File: config.mk
export PLATFORM = sky130hd
export DESIGN_NAME = orange_detect_top
export DESIGN_NICKNAME = d
export VERILOG_FILES = /design/src/design/vision_pkg.sv /design/src/design/frame_timing.sv /design/src/design/pixel_classifier.sv /design/src/design/zone_accumulator.sv /design/src/design/steer_decision.sv /design/src/design/detect_ctrl.sv /design/src/design/orange_detect_top.sv
export SDC_FILE = /design/constraint.sdc
export NUM_CORES = 1
export LEC_CHECK = 0
export BUFFER_PORTS_ARGS = -buffer_cell sky130_fd_sc_hd__buf_2
export CAP_MARGIN = 30
export CORE_MARGIN = 2
export CORE_UTILIZATION = 35
export CTS_BUF_LIST = sky130_fd_sc_hd__clkbuf_4 sky130_fd_sc_hd__clkbuf_8
export CTS_CLUSTER_DIAMETER = 40
export DETAILED_ROUTE_END_ITERATION = 7
export PLACE_DENSITY = 0.51
export SETUP_SLACK_MARGIN = 0.2
export SYNTH_ARGS = -nofsm -noshare
export SYNTH_HDL_FRONTEND = slang
export SYNTH_SLANG_ARGS = --single-unit
File: constraint.sdc
create_clock -name clk -period 9.4 [get_ports clk]
set_input_delay 1.88 -clock clk [delete_from_list [all_inputs] [get_ports clk]]
set_output_delay 1.88 -clock clk [all_outputs]
set_load 0.02 [all_outputs]
File: src/design/vision_pkg.sv
package vision_pkg;

    // Frame geometry
    localparam int FRAME_WIDTH  = 320;
    localparam int FRAME_HEIGHT = 240;
    localparam int COL_W        = 9;
    localparam int ROW_W        = 8;
    localparam int COUNT_W      = 18;

    // Register byte offsets
    localparam logic [4:0] REG_CTRL   = 5'h00;
    localparam logic [4:0] REG_COLOR  = 5'h04;
    localparam logic [4:0] REG_ZONES  = 5'h08;
    localparam logic [4:0] REG_THRESH = 5'h0C;
    localparam logic [4:0] REG_STATUS = 5'h10;
    localparam logic [4:0] REG_COUNT  = 5'h14;
    localparam logic [4:0] REG_IRQ    = 5'h18;

    localparam logic [COL_W-1:0]   DEF_LEFT_END    = 9'd100;
    localparam logic [COL_W-1:0]   DEF_RIGHT_START = 9'd270;
    localparam logic [COUNT_W-1:0] DEF_THRESHOLD   = COUNT_W'(FRAME_WIDTH * FRAME_HEIGHT / 20);
    localparam logic [3:0]         DEF_RED_MIN     = 4'd12;
    localparam logic [3:0]         DEF_GREEN_MIN   = 4'd4;
    localparam logic [3:0]         DEF_GREEN_MAX   = 4'd9;
    localparam logic [3:0]         DEF_BLUE_MAX    = 4'd3;

    localparam logic [2:0] DIR_NONE   = 3'b000;
    localparam logic [2:0] DIR_LEFT   = 3'b001;
    localparam logic [2:0] DIR_RIGHT  = 3'b010;
    localparam logic [2:0] DIR_CENTER = 3'b011;

    typedef struct packed {
        logic [3:0] red;
        logic [3:0] green;
        logic [3:0] blue;
    } rgb444_t;

    typedef struct packed {
        rgb444_t          rgb;
        logic [COL_W-1:0] col;
        logic [ROW_W-1:0] row;
        logic             last; // Final pixel of the frame
    } pixel_beat_t;

    typedef enum logic [1:0] {
        ZONE_LEFT,
        ZONE_CENTER,
        ZONE_RIGHT,
        ZONE_OUT
    } zone_t;

    typedef struct packed {
        logic  is_orange;
        zone_t zone;
        logic  last;
    } class_beat_t;

    // Same layout as REG_COLOR[15:0], red_min in the top nibble
    typedef struct packed {
        logic [3:0] red_min;
        logic [3:0] green_min;
        logic [3:0] green_max;
        logic [3:0] blue_max;
    } color_cfg_t;

    typedef struct packed {
        color_cfg_t         color;
        logic [COL_W-1:0]   left_end;
        logic [COL_W-1:0]   right_start;
        logic [COUNT_W-1:0] threshold;
    } detect_cfg_t;

    typedef struct packed {
        logic [COUNT_W-1:0] left;
        logic [COUNT_W-1:0] center;
        logic [COUNT_W-1:0] right;
        logic [COUNT_W-1:0] total;
    } frame_stats_t;

    typedef struct packed {
        logic               detected;
        logic [2:0]         direction;
        logic [COUNT_W-1:0] orange_count;
    } detect_result_t;

endpackage

File: src/design/frame_timing.sv
`timescale 1ns/100ps

module frame_timing
    import vision_pkg::*;
(
    input  logic        clk,
    input  logic        rst,
    input  logic        enable,
    input  rgb444_t     pixel,
    input  logic        href,
    input  logic        vsync,
    output pixel_beat_t beat,
    output logic        beat_valid
);

    logic [COL_W-1:0] col;
    logic [ROW_W-1:0] row;
    logic             href_d;
    logic             in_frame;

    assign in_frame = (col < COL_W'(FRAME_WIDTH)) && (row < ROW_W'(FRAME_HEIGHT));

    // Position counters
    always_ff @(posedge clk) begin
        if (rst) begin
            col    <= '0;
            row    <= '0;
            href_d <= 1'b0;
        end else begin
            href_d <= href;
            if (vsync) begin
                col <= '0; // New frame
                row <= '0;
            end else if (href) begin
                if (col != COL_W'(FRAME_WIDTH))
                    col <= col + 1'b1; // Hold at the width on over-long lines
            end else begin
                col <= '0;
                if (href_d && row != ROW_W'(FRAME_HEIGHT))
                    row <= row + 1'b1; // Falling edge of href ends the line
            end
        end
    end

    always_ff @(posedge clk) begin
        if (rst)
            beat_valid <= 1'b0;
        else
            beat_valid <= enable && href && !vsync && in_frame;
    end

    always_ff @(posedge clk) begin
        beat.rgb  <= pixel;
        beat.col  <= col;
        beat.row  <= row;
        beat.last <= (col == COL_W'(FRAME_WIDTH - 1)) && (row == ROW_W'(FRAME_HEIGHT - 1));
    end

endmodule

File: src/design/pixel_classifier.sv
`timescale 1ns/100ps

module pixel_classifier
    import vision_pkg::*;
(
    input  logic        clk,
    input  logic        rst,
    input  pixel_beat_t beat,
    input  logic        beat_valid,
    input  detect_cfg_t cfg,
    output class_beat_t cls,
    output logic        cls_valid
);

    logic  is_orange;
    zone_t zone;

    // Colour window, all bounds inclusive
    always_comb begin
        is_orange = (beat.rgb.red >= cfg.color.red_min) &&
                    (beat.rgb.green >= cfg.color.green_min) &&
                    (beat.rgb.green <= cfg.color.green_max) &&
                    (beat.rgb.blue <= cfg.color.blue_max);
    end

    // Column zones, checked from the left edge outward
    always_comb begin
        if (beat.col < cfg.left_end)
            zone = ZONE_LEFT;
        else if (beat.col < cfg.right_start)
            zone = ZONE_CENTER;
        else if (beat.col < COL_W'(FRAME_WIDTH))
            zone = ZONE_RIGHT;
        else
            zone = ZONE_OUT;
    end

    always_ff @(posedge clk) begin
        if (rst)
            cls_valid <= 1'b0;
        else
            cls_valid <= beat_valid;
    end

    always_ff @(posedge clk) begin
        cls.is_orange <= is_orange;
        cls.zone      <= zone;
        cls.last      <= beat.last; // Frame end rides along
    end

endmodule

File: src/design/zone_accumulator.sv
`timescale 1ns/100ps

module zone_accumulator
    import vision_pkg::*;
(
    input  logic         clk,
    input  logic         rst,
    input  class_beat_t  cls,
    input  logic         cls_valid,
    output frame_stats_t stats,
    output logic         stats_valid
);

    frame_stats_t acc;      // Running counts of the current frame
    frame_stats_t acc_next; // Counts including the incoming beat
    logic         hit;

    always_comb begin
        hit = cls_valid && cls.is_orange && (cls.zone != ZONE_OUT);

        acc_next.left   = acc.left + COUNT_W'(hit && (cls.zone == ZONE_LEFT));
        acc_next.center = acc.center + COUNT_W'(hit && (cls.zone == ZONE_CENTER));
        acc_next.right  = acc.right + COUNT_W'(hit && (cls.zone == ZONE_RIGHT));
        acc_next.total  = acc.total + COUNT_W'(hit);
    end

    always_ff @(posedge clk) begin
        if (rst) begin
            acc         <= '0;
            stats_valid <= 1'b0;
        end else begin
            stats_valid <= cls_valid && cls.last;
            if (cls_valid) begin
                if (cls.last)
                    acc <= '0; // Start clean for the next frame
                else
                    acc <= acc_next;
            end
        end
    end

    // Snapshot of the finished frame
    always_ff @(posedge clk) begin
        if (cls_valid && cls.last)
            stats <= acc_next;
    end

endmodule

File: src/design/steer_decision.sv
`timescale 1ns/100ps

module steer_decision
    import vision_pkg::*;
(
    input  logic               clk,
    input  logic               rst,
    input  frame_stats_t       stats,
    input  logic               stats_valid,
    input  logic [COUNT_W-1:0] threshold,
    output detect_result_t     result,
    output logic               result_valid
);

    logic       detected;
    logic [2:0] direction;

    always_comb begin
        detected  = stats.total > threshold;
        direction = result.direction; // Keep last heading by default
        if (detected) begin
            if (stats.right > stats.left)
                direction = DIR_RIGHT;
            else if (stats.center > stats.left && stats.center > stats.right)
                direction = DIR_CENTER;
            else if (stats.left > stats.right)
                direction = DIR_LEFT;
        end
    end

    always_ff @(posedge clk) begin
        if (rst) begin
            result.detected     <= 1'b0;
            result.direction    <= DIR_NONE;
            result.orange_count <= '0;
            result_valid        <= 1'b0;
        end else begin
            result_valid <= stats_valid;
            if (stats_valid) begin
                result.detected     <= detected;
                result.direction    <= direction;
                result.orange_count <= stats.total;
            end
        end
    end

endmodule

File: src/design/detect_ctrl.sv
`timescale 1ns/100ps

module detect_ctrl
    import vision_pkg::*;
(
    input  logic           clk,
    input  logic           rst,
    input  detect_result_t result,
    input  logic           result_valid,
    input  logic [4:0]     awaddr,
    input  logic           awvalid,
    output logic           awready,
    input  logic [31:0]    wdata,
    input  logic [3:0]     wstrb,
    input  logic           wvalid,
    output logic           wready,
    output logic [1:0]     bresp,
    output logic           bvalid,
    input  logic           bready,
    input  logic [4:0]     araddr,
    input  logic           arvalid,
    output logic           arready,
    output logic [31:0]    rdata,
    output logic [1:0]     rresp,
    output logic           rvalid,
    input  logic           rready,
    output detect_cfg_t    cfg,
    output logic           enable,
    output logic           irq
);

    detect_result_t status;
    logic [15:0]    frame_cnt;
    logic           irq_pending;
    logic           wr_fire;
    logic           rd_fire;
    logic [31:0]    strb_mask;
    logic [31:0]    wr_word;

    function automatic logic addr_known(input logic [4:0] addr);
        case (addr)
            REG_CTRL, REG_COLOR, REG_ZONES, REG_THRESH,
            REG_STATUS, REG_COUNT, REG_IRQ: return 1'b1;
            default:                        return 1'b0;
        endcase
    endfunction

    // Current register contents as seen on the bus
    function automatic logic [31:0] reg_word(input logic [4:0] addr);
        case (addr)
            REG_CTRL:   return {31'd0, enable};
            REG_COLOR:  return {16'd0, cfg.color};
            REG_ZONES:  return {{(16 - COL_W){1'b0}}, cfg.right_start,
                                {(16 - COL_W){1'b0}}, cfg.left_end};
            REG_THRESH: return {{(32 - COUNT_W){1'b0}}, cfg.threshold};
            REG_STATUS: return {frame_cnt, 12'd0, status.direction, status.detected};
            REG_COUNT:  return {{(32 - COUNT_W){1'b0}}, status.orange_count};
            REG_IRQ:    return {31'd0, irq_pending};
            default:    return 32'd0;
        endcase
    endfunction

    assign wr_fire   = awvalid && wvalid && awready;
    assign rd_fire   = arvalid && arready;
    assign strb_mask = {{8{wstrb[3]}}, {8{wstrb[2]}}, {8{wstrb[1]}}, {8{wstrb[0]}}};
    assign wr_word   = (reg_word(awaddr) & ~strb_mask) | (wdata & strb_mask);
    assign wready    = awready; // Address and data accepted together
    assign irq       = irq_pending;

    // Bus handshakes
    always_ff @(posedge clk) begin
        if (rst) begin
            awready <= 1'b0;
            bvalid  <= 1'b0;
            arready <= 1'b0;
            rvalid  <= 1'b0;
        end else begin
            awready <= awvalid && wvalid && !bvalid && !awready;
            arready <= arvalid && !arready && !rvalid;
            if (wr_fire)
                bvalid <= 1'b1;
            else if (bready)
                bvalid <= 1'b0;
            if (rd_fire)
                rvalid <= 1'b1;
            else if (rready)
                rvalid <= 1'b0;
        end
    end

    always_ff @(posedge clk) begin
        if (wr_fire)
            bresp <= addr_known(awaddr) ? 2'b00 : 2'b10; // OKAY or SLVERR
        if (rd_fire) begin
            rdata <= reg_word(araddr);
            rresp <= addr_known(araddr) ? 2'b00 : 2'b10;
        end
    end

    always_ff @(posedge clk) begin
        if (rst) begin
            enable <= 1'b1;
            cfg    <= '{color:       '{red_min:   DEF_RED_MIN,
                                       green_min: DEF_GREEN_MIN,
                                       green_max: DEF_GREEN_MAX,
                                       blue_max:  DEF_BLUE_MAX},
                        left_end:    DEF_LEFT_END,
                        right_start: DEF_RIGHT_START,
                        threshold:   DEF_THRESHOLD};
            status      <= '0;
            frame_cnt   <= '0;
            irq_pending <= 1'b0;
        end else begin
            if (wr_fire) begin
                case (awaddr)
                    REG_CTRL:   enable <= wr_word[0];
                    REG_COLOR:  cfg.color <= color_cfg_t'(wr_word[15:0]);
                    REG_ZONES: begin
                        cfg.left_end    <= wr_word[COL_W-1:0];
                        cfg.right_start <= wr_word[16 +: COL_W];
                    end
                    REG_THRESH: cfg.threshold <= wr_word[COUNT_W-1:0];
                    REG_IRQ: begin
                        if (wstrb[0] && wdata[0])
                            irq_pending <= 1'b0; // Write one to clear
                    end
                    default: ; // Status, count and unmapped offsets
                endcase
            end
            // A fresh result wins over a clear in the same cycle
            if (result_valid) begin
                status      <= result;
                frame_cnt   <= frame_cnt + 1'b1;
                irq_pending <= 1'b1;
            end
        end
    end

endmodule

File: src/design/orange_detect_top.sv
`timescale 1ns/100ps

module orange_detect_top
    import vision_pkg::*;
(
    input  logic        clk,
    input  logic        rst,
    input  rgb444_t     pixel,
    input  logic        href,
    input  logic        vsync,
    input  logic [4:0]  awaddr,
    input  logic        awvalid,
    output logic        awready,
    input  logic [31:0] wdata,
    input  logic [3:0]  wstrb,
    input  logic        wvalid,
    output logic        wready,
    output logic [1:0]  bresp,
    output logic        bvalid,
    input  logic        bready,
    input  logic [4:0]  araddr,
    input  logic        arvalid,
    output logic        arready,
    output logic [31:0] rdata,
    output logic [1:0]  rresp,
    output logic        rvalid,
    input  logic        rready,
    output logic        irq
);

    pixel_beat_t    beat;
    logic           beat_valid;
    class_beat_t    cls;
    logic           cls_valid;
    frame_stats_t   stats;
    logic           stats_valid;
    detect_result_t result;
    logic           result_valid;
    detect_cfg_t    cfg;
    logic           enable;

    frame_timing i_frame_timing (
        .clk        (clk),
        .rst        (rst),
        .enable     (enable),
        .pixel      (pixel),
        .href       (href),
        .vsync      (vsync),
        .beat       (beat),
        .beat_valid (beat_valid)
    );

    pixel_classifier i_pixel_classifier (
        .clk        (clk),
        .rst        (rst),
        .beat       (beat),
        .beat_valid (beat_valid),
        .cfg        (cfg),
        .cls        (cls),
        .cls_valid  (cls_valid)
    );

    zone_accumulator i_zone_accumulator (
        .clk         (clk),
        .rst         (rst),
        .cls         (cls),
        .cls_valid   (cls_valid),
        .stats       (stats),
        .stats_valid (stats_valid)
    );

    steer_decision i_steer_decision (
        .clk          (clk),
        .rst          (rst),
        .stats        (stats),
        .stats_valid  (stats_valid),
        .threshold    (cfg.threshold),
        .result       (result),
        .result_valid (result_valid)
    );

    detect_ctrl i_detect_ctrl (
        .clk          (clk),
        .rst          (rst),
        .result       (result),
        .result_valid (result_valid),
        .awaddr       (awaddr),
        .awvalid      (awvalid),
        .awready      (awready),
        .wdata        (wdata),
        .wstrb        (wstrb),
        .wvalid       (wvalid),
        .wready       (wready),
        .bresp        (bresp),
        .bvalid       (bvalid),
        .bready       (bready),
        .araddr       (araddr),
        .arvalid      (arvalid),
        .arready      (arready),
        .rdata        (rdata),
        .rresp        (rresp),
        .rvalid       (rvalid),
        .rready       (rready),
        .cfg          (cfg),
        .enable       (enable),
        .irq          (irq)
    );

endmodule

==> results of run 1 <==
## power by group through the flow
stage	sequential [mW]	combinational, mW	clock, mW
finish	1.53	0.102	1.56
global route	1.53	0.111	1.69
CTS	1.53	0.103	1.62
detailed placement	1.56	0.102	0
global placement	1.56	0.0989	0
floorplan	1.56	0.0581	0
## synthesized netlist by cell type (30+ instances only)
cell	instances
edfxtp_1	106
nor2_1	220
nor2b_1	35
clkbuf_1	46
inv_1	107
nand3_1	47
a21oi_1	131
xnor2_1	40
ha_1	117
mux2i_1	75
dfxtp_1	236
and3_1	30
nand2_1	145
xor2_1	44
o21ai_0	46
## state kept, by name (all words and copies together) (netlist names), 16 cells and up
register	count
i_detect_ctrl.cfg	52
i_detect_ctrl.frame_cnt	16
i_detect_ctrl.rdata	32
i_detect_ctrl.status	21
i_frame_timing.beat	22
i_steer_decision.result	21
i_zone_accumulator.acc	72
i_zone_accumulator.stats	72
## critical path: cells and delay by family
kind                   cells  cell delay, ps
AOI/OAI and AO/OA          1             470
buffers and inverters      1             140
and+or+nand+nor            3            1840
## per-layer routing
metal | GRT usage, % | vias to the layer above | part of all wire (%)
met1 | 22.43 | 6068 | 46
met4 | 7.456 | 0 | 2.9
li1 | - | 6466 | -
met2 | 27.78 | 323 | 46
met5 | 0 | - | 0
met3 | 3.775 | 76 | 5.6
## cells by family after synthesis
group | Yosys count
AND/OR/NAND/NOR | 628
flip-flops | 342
AO/OA/AOI/OAI | 325
adder cells (fa/ha/maj) | 117
multiplexers | 85
XOR/XNOR | 88
other | 1
buffers and inverters | 189
## metrics by stage
stage / hold slack, ps / utilization (%) / instances / instance area, sq um
final: 327.9 / 40.82 / 2549 / 19530
after global routing: 330.7 / 40.82 / 2549 / 19530
after CTS: 329.7 / 40.82 / 2549 / 19530
after detailed placement: 316.5 / 37.82 / 2423 / 18090
after global placement: 313.8 / 37.69 / 2420 / 18030
after floorplan: 309.6 / - / 1776 / 17030
## final cells by class
type	instances	area, sq um	area share, %
well taps	615	769.5	3.940
inverters	109	409.1	2.095
clock inverters	21	146.4	0.7496
flip-flops and latches	342	7909	40.50
multi-input cells	1245	8368	42.85
clock buffers	105	1289	6.599
repair buffers	112	639.4	3.274
## worst min-delay path by stage
stage / start / cells after the start / slack, ps / endpoint
final: i_frame_timing.beat[0] / 0 / 330 / i_pixel_classifier.cls[0]
after global routing: i_frame_timing.beat[0] / 0 / 330 / i_pixel_classifier.cls[0]
after CTS: i_frame_timing.beat[0] / 0 / 330 / i_pixel_classifier.cls[0]
after detailed placement: i_frame_timing.beat[0] / 0 / 320 / i_pixel_classifier.cls[0]
after global placement: i_frame_timing.beat[0] / 0 / 310 / i_pixel_classifier.cls[0]
after floorplan: i_frame_timing.beat[0] / 0 / 310 / i_pixel_classifier.cls[0]
==> flow_summary_export.csv, run 1 <==
group,metric,value,unit
status,status,"complete, no violations",
routing,routed_wl,43.49,mm
yosys,synth_top_family_by_area,"simple AND/OR/NAND/NOR gates",
cts,postCtsSetupBuffers,0,
sta,fin_crit_sh,40.85,%
yosys,synth_top_area_share,27.75,%
placement,dp_hpwl,29.76,mm
yosys,synthAdderAreaFrac,8.600,%
floorplanning,die_w,224.5,microns
cts,insertion_delay,640,ps
cts,cts_made_buffers,69,
cells_and_area,final_common_cell,"dfxtp_1",
cts,hold_buffers,0,
yosys,synth_top_cell_by_area,"dfxtp_1",
yosys,ys_seq_area_share,46.45,%
yosys,syn-cell-area,0.01702,sq mm
cells_and_area,final_cell_mix,"dfxtp_1 (235), nor2_1 (220), nand2_1 (145), a21oi_1 (131), ha_1 (117)",
power,switching_share,22.77,%
yosys,ys_warn_count,0,
setup_path,worstSetupStartpoint,"awaddr[1]",
sta,tightestPinTransition,998.6,ps
power,p_switching,0.7257,mW
setup_path,critPathLaunchType,"input pin",
setup_path,worstReg2RegEnd,"i_zone_accumulator.acc[52]",
power,finalPower,3.187,mW
routing,dr_total_vias,12930,
cells_and_area,layout-drive-gt1-share,14.84,%
grt,grt_max_degree,97,
power,p_int,2.462,mW
yosys,async_flop_share,0,%
power,seqPwrFrac,47.9,%
sta,finalMaxSlewViolations,0,
sta,hold_violations,0,
cts,cts_root_buf,"clkbuf_8",
yosys,synthFlopType,"dfxtp_1",
routing,drt_iter0_drc,787,
yosys,ys_seq_elements,342,
cts,cts_resized,0,
sta,fmax,0.2604,GHz
setup_path,cp-end-kind,"register",
yosys,synthDistinctLibCells,81,
yosys,synth_cells,1775,
grt,grt_pass1_wl,68.57,mm
sta,period_minus_slack,3840,ps
setup_path,crit_type,"in2reg",
routing,drc,0,
setup_path,rr_startpoint,"i_pixel_classifier.cls_valid",
sta,rsz0062_at_grt,"false",
setup_path,rrSetupSlack,5760,ps
setup_path,crit_required,9900,ps
routing,route.detailed.wl_per_inst,17.06,microns
cells_and_area,num_antenna_cells,0,
setup_path,crit_slowest_cell,"nand2_1",
cts,clock_sinks,342,
run,drv_cap,0,
power,combPwrFrac,3.2,%
cells_and_area,n_fill_cell,4747,
grt,antenna_found_initial,0,
cts,cts_tree,"built",
cts,path_clk_slew,60,ps
power,power.share.clock,48.9,%
setup_path,max_stage_delay,710,ps
routing,vias_per_cell,5.074,
grt,first_global_vias,12630,
floorplanning,fp.coreArea,0.04785,sq mm
setup_path,critical_path_arrival,4340,ps
power,p_leak,7.994,nW
floorplanning,dieArea,0.05042,sq mm
yosys,synth_compound_area_share,12.05,%
yosys,avgSynthCellArea,9.590,sq um
cts,cts.path.max_buffers,3,
yosys,muxShareOfSynthArea,5.072,%
grt,grt.total_usage,17.30,%
placement,gp_congestion,0.8199,
yosys,synth-simple-area-share,18.57,%
setup_path,r2r_cells,12,
power,p_per_area,163.2,mW/mm^2
cts,htreeDepth,3,
setup_path,cp_cell_sequence,"buf_2 > nor4b_2 > and2_1 > nand2_1 > a211o_1",
hold_path,hold_path.class,"reg2reg",
yosys,synth_edf_count,106,
sta,clock_skew,35.54,ps
floorplanning,row_count,80,
sta,layout_setup_ws,5560,ps
setup_path,critPathMaxFanout,23,
setup_path,cp-endpoint,"i_detect_ctrl.cfg[19]",
sta,setup_viol,0,
sta,maxSlewHeadroom,33.26,%
floorplanning,io_pins,109,
routing,ant_nets,0,
sta,setup_tns,0,ps
floorplanning,initial_core_util,35.58,%
routing,drtPass1Iterations,5,
power,peakVddDrop,0.06971,mV
yosys,synth_xor_area_share,4.704,%
cells_and_area,nets,2063,
placement,numPortBuffers,99,
placement,place_ws,5021,ps
floorplanning,die_h,224.5,microns
yosys,ys_top_cells_by_area,"dfxtp_1 (28%), edfxtp_1 (19%), ha_1 (8.6%)",
grt,overflow,0,
cells_and_area,syn_to_final_growth,14.73,%
Power figures use the tool's default switching activity.
==> run 2: changes to the inputs <==
--- a/config.mk
+++ b/config.mk
@@ -12,7 +12,7 @@
 export CTS_BUF_LIST = sky130_fd_sc_hd__clkbuf_4 sky130_fd_sc_hd__clkbuf_8
 export CTS_CLUSTER_DIAMETER = 40
 export DETAILED_ROUTE_END_ITERATION = 7
-export PLACE_DENSITY = 0.51
+export PLACE_DENSITY = 0.53
 export SETUP_SLACK_MARGIN = 0.2
 export SYNTH_ARGS = -nofsm -noshare
 export SYNTH_HDL_FRONTEND = slang
==> constraint.sdc (replaced) <==
create_clock -name clk -period 3.5 [get_ports clk]
set_input_delay 0.7 -clock clk [delete_from_list [all_inputs] [get_ports clk]]
set_output_delay 0.7 -clock clk [all_outputs]
set_load 0.02 [all_outputs]
==> run 2 against run 1 <==
Compared with the run above: count of clock-buffer cells in the layout decreased by 18; setup slack worse by 4700 ps; die area stayed put; register-to-register slack worse by 4900 ps; global-route usage shrank 0.23 points; sequential power rose to 2.7 times the previous value; clock skew is 12 ps lower; non-clock buffer count up 11; utilization fell by 0.14 points; flip-flop and latch count unchanged; critical path depth grew 6; largest cell class unchanged.
==> flow_summary_export.csv, run 2 (same netlist as run 1, synthesis figures left out) <==
group,metric,value,unit
cells_and_area,final_cell_mix,"dfxtp_1 (235), nor2_1 (220), nand2_1 (145), a21oi_1 (131), ha_1 (117)",
hold_path,min_from,"pixel[10]",
grt,grt_max_degree,90,
routing,vias_per_cell,5.068,
setup_path,path_buf_inv,0,
setup_path,crit_cells,11,
cts,path_clk_slew,60,ps
cts,clock_sinks,342,
sta,rsz0062_at_grt,"false",
routing,ant_nets,0,
setup_path,crit_family,"simple AND/OR/NAND/NOR gates",
grt,antenna_found_initial,0,
setup_path,cp-end-kind,"register",
placement,numPortBuffers,99,
floorplanning,fp.coreArea,0.04785,sq mm
placement,dp_hpwl,30.00,mm
grt,first_global_vias,12800,
hold_path,hold_depth,1,
sta,setup_tns,0,ps
cts,postCtsSetupBuffers,0,
routing,drc,0,
setup_path,worstReg2RegEnd,"i_zone_accumulator.acc[34]",
placement,place_ws,612.2,ps
cts,cts_root_buf,"clkbuf_8",
floorplanning,dieArea,0.05042,sq mm
routing,routed_wl,42.95,mm
hold_path,hold_path.class,"in2reg",
cts,cts_resized,0,
cts,cts_made_buffers,60,
status,status,"complete, no violations",
setup_path,critPathLaunchType,"register",
cells_and_area,num_antenna_cells,0,
placement,gp_congestion,0.8741,
sta,hold_violations,0,
power,p_per_area,428.2,mW/mm^2
sta,setup_viol,0,
setup_path,critPathMaxFanout,4,
setup_path,rrSetupSlack,820,ps
grt,grt_pass1_wl,68.28,mm
sta,clock_skew,23.52,ps
cts,insertion_delay,650,ps
cells_and_area,syn_to_final_growth,14.35,%
routing,dr_total_vias,12910,
sta,maxSlewHeadroom,35.28,%
cells_and_area,layout-drive-gt1-share,14.59,%
setup_path,cp_cell_sequence,"nand2_1 > nor3b_1 > ha_1 > ha_1 > nand3_2 > nor4_4 > and2_1 > nand4_1 > xnor2_1 > a21oi_1 > nor2_1",
setup_path,cp-endpoint,"i_zone_accumulator.acc[34]",
routing,drtPass1Iterations,6,
sta,period_minus_slack,2678,ps
setup_path,worstSetupStartpoint,"i_pixel_classifier.cls_valid",
sta,fin_crit_sh,76.51,%
cells_and_area,post-route-util,40.68,%
cells_and_area,final_common_cell,"dfxtp_1",
setup_path,r2r_cells,11,
setup_path,critical_path_arrival,3250,ps
grt,overflow,0,
sta,layout_setup_ws,822.0,ps
floorplanning,io_pins,109,
sta,tightestPinTransition,968.8,ps
floorplanning,initial_core_util,35.58,%
cts,cts_tree,"built",
floorplanning,die_w,224.5,microns
setup_path,crit_required,4070,ps
setup_path,crit_slowest_cell,"nor4_4",
setup_path,crit_type,"reg2reg",
cells_and_area,nets,2065,
run,drv_cap,0,
power,peakVddDrop,0.2245,mV
cells_and_area,reg_top3,"i_zone_accumulator.acc: 72 flops, i_zone_accumulator.stats: 72 flops, i_detect_ctrl.cfg: 52 flops",
sta,finalMaxSlewViolations,0,
cts,htreeDepth,2,
floorplanning,die_h,224.5,microns
routing,drt_iter0_drc,859,
power,p_leak,7.982,nW
grt,grt.total_usage,17.07,%
cts,hold_buffers,0,
sta,fmax,0.3734,GHz
setup_path,max_stage_delay,430,ps
setup_path,crit_path_frequent_cell,"ha_1",
cts,cts.path.max_buffers,3,
sta,whs,144.1,ps
routing,route.detailed.wl_per_inst,16.86,microns
setup_path,rr_startpoint,"i_pixel_classifier.cls_valid",
floorplanning,row_count,80,
-- run 2: cell count changes in the layout (fill, tap and decap cells not counted), moves of 2 or more --
cell and change:
bufinv_16 +2, clkinv_1 +4, clkbuf_8 -7, clkbuf_4 -11
buf_4 +13, clkinv_2 +4, clkinvlp_4 -4
-- run 2: through the flow --
stage	cell area, sq um	std cells	total power, mW
final	19460	2548	8.335
after global placement	18140	2434	4.451
after detailed placement	18140	2434	4.454
after CTS	19460	2548	8.469
after global routing	19460	2548	8.665
after floorplan	17030	1776	4.347
-- run 2: metal layers --
layer	vias to the layer above	part of all wire [%]	GRT usage, %
li1	6461	-	-
met1	6116	46	21.94
met2	256	46	28.16
met3	79	5.0	3.828
met4	0	3.0	6.088
met5	-	0	0
-- run 2: final cells by class --
class	instances	area [sq um]
fillers	4756	28380
multi-input cells	1245	8362
flip-flops and latches	342	7909
clock buffers	87	1110
well taps	615	769.5
repair buffers	123	694.4
inverters	109	409.1
clock inverters	27	211.5
-- run 2: worst min path at each step --
stage,slack (ps),endpoint
final,140,i_frame_timing.beat[28]
after global routing,100,i_frame_timing.beat[28]
after CTS,90,i_frame_timing.beat[28]
after detailed placement,320,i_pixel_classifier.cls[0]
after global placement,320,i_pixel_classifier.cls[0]
after floorplan,310,i_pixel_classifier.cls[0]
-- run 2: where the power goes --
group,leakage (nW),switching [mW],total [mW],internal [mW]
clock network,0.694,1.70,3.97,2.26
registers,2.89,0.0111,4.10,4.09
logic,4.39,0.180,0.269,0.0893
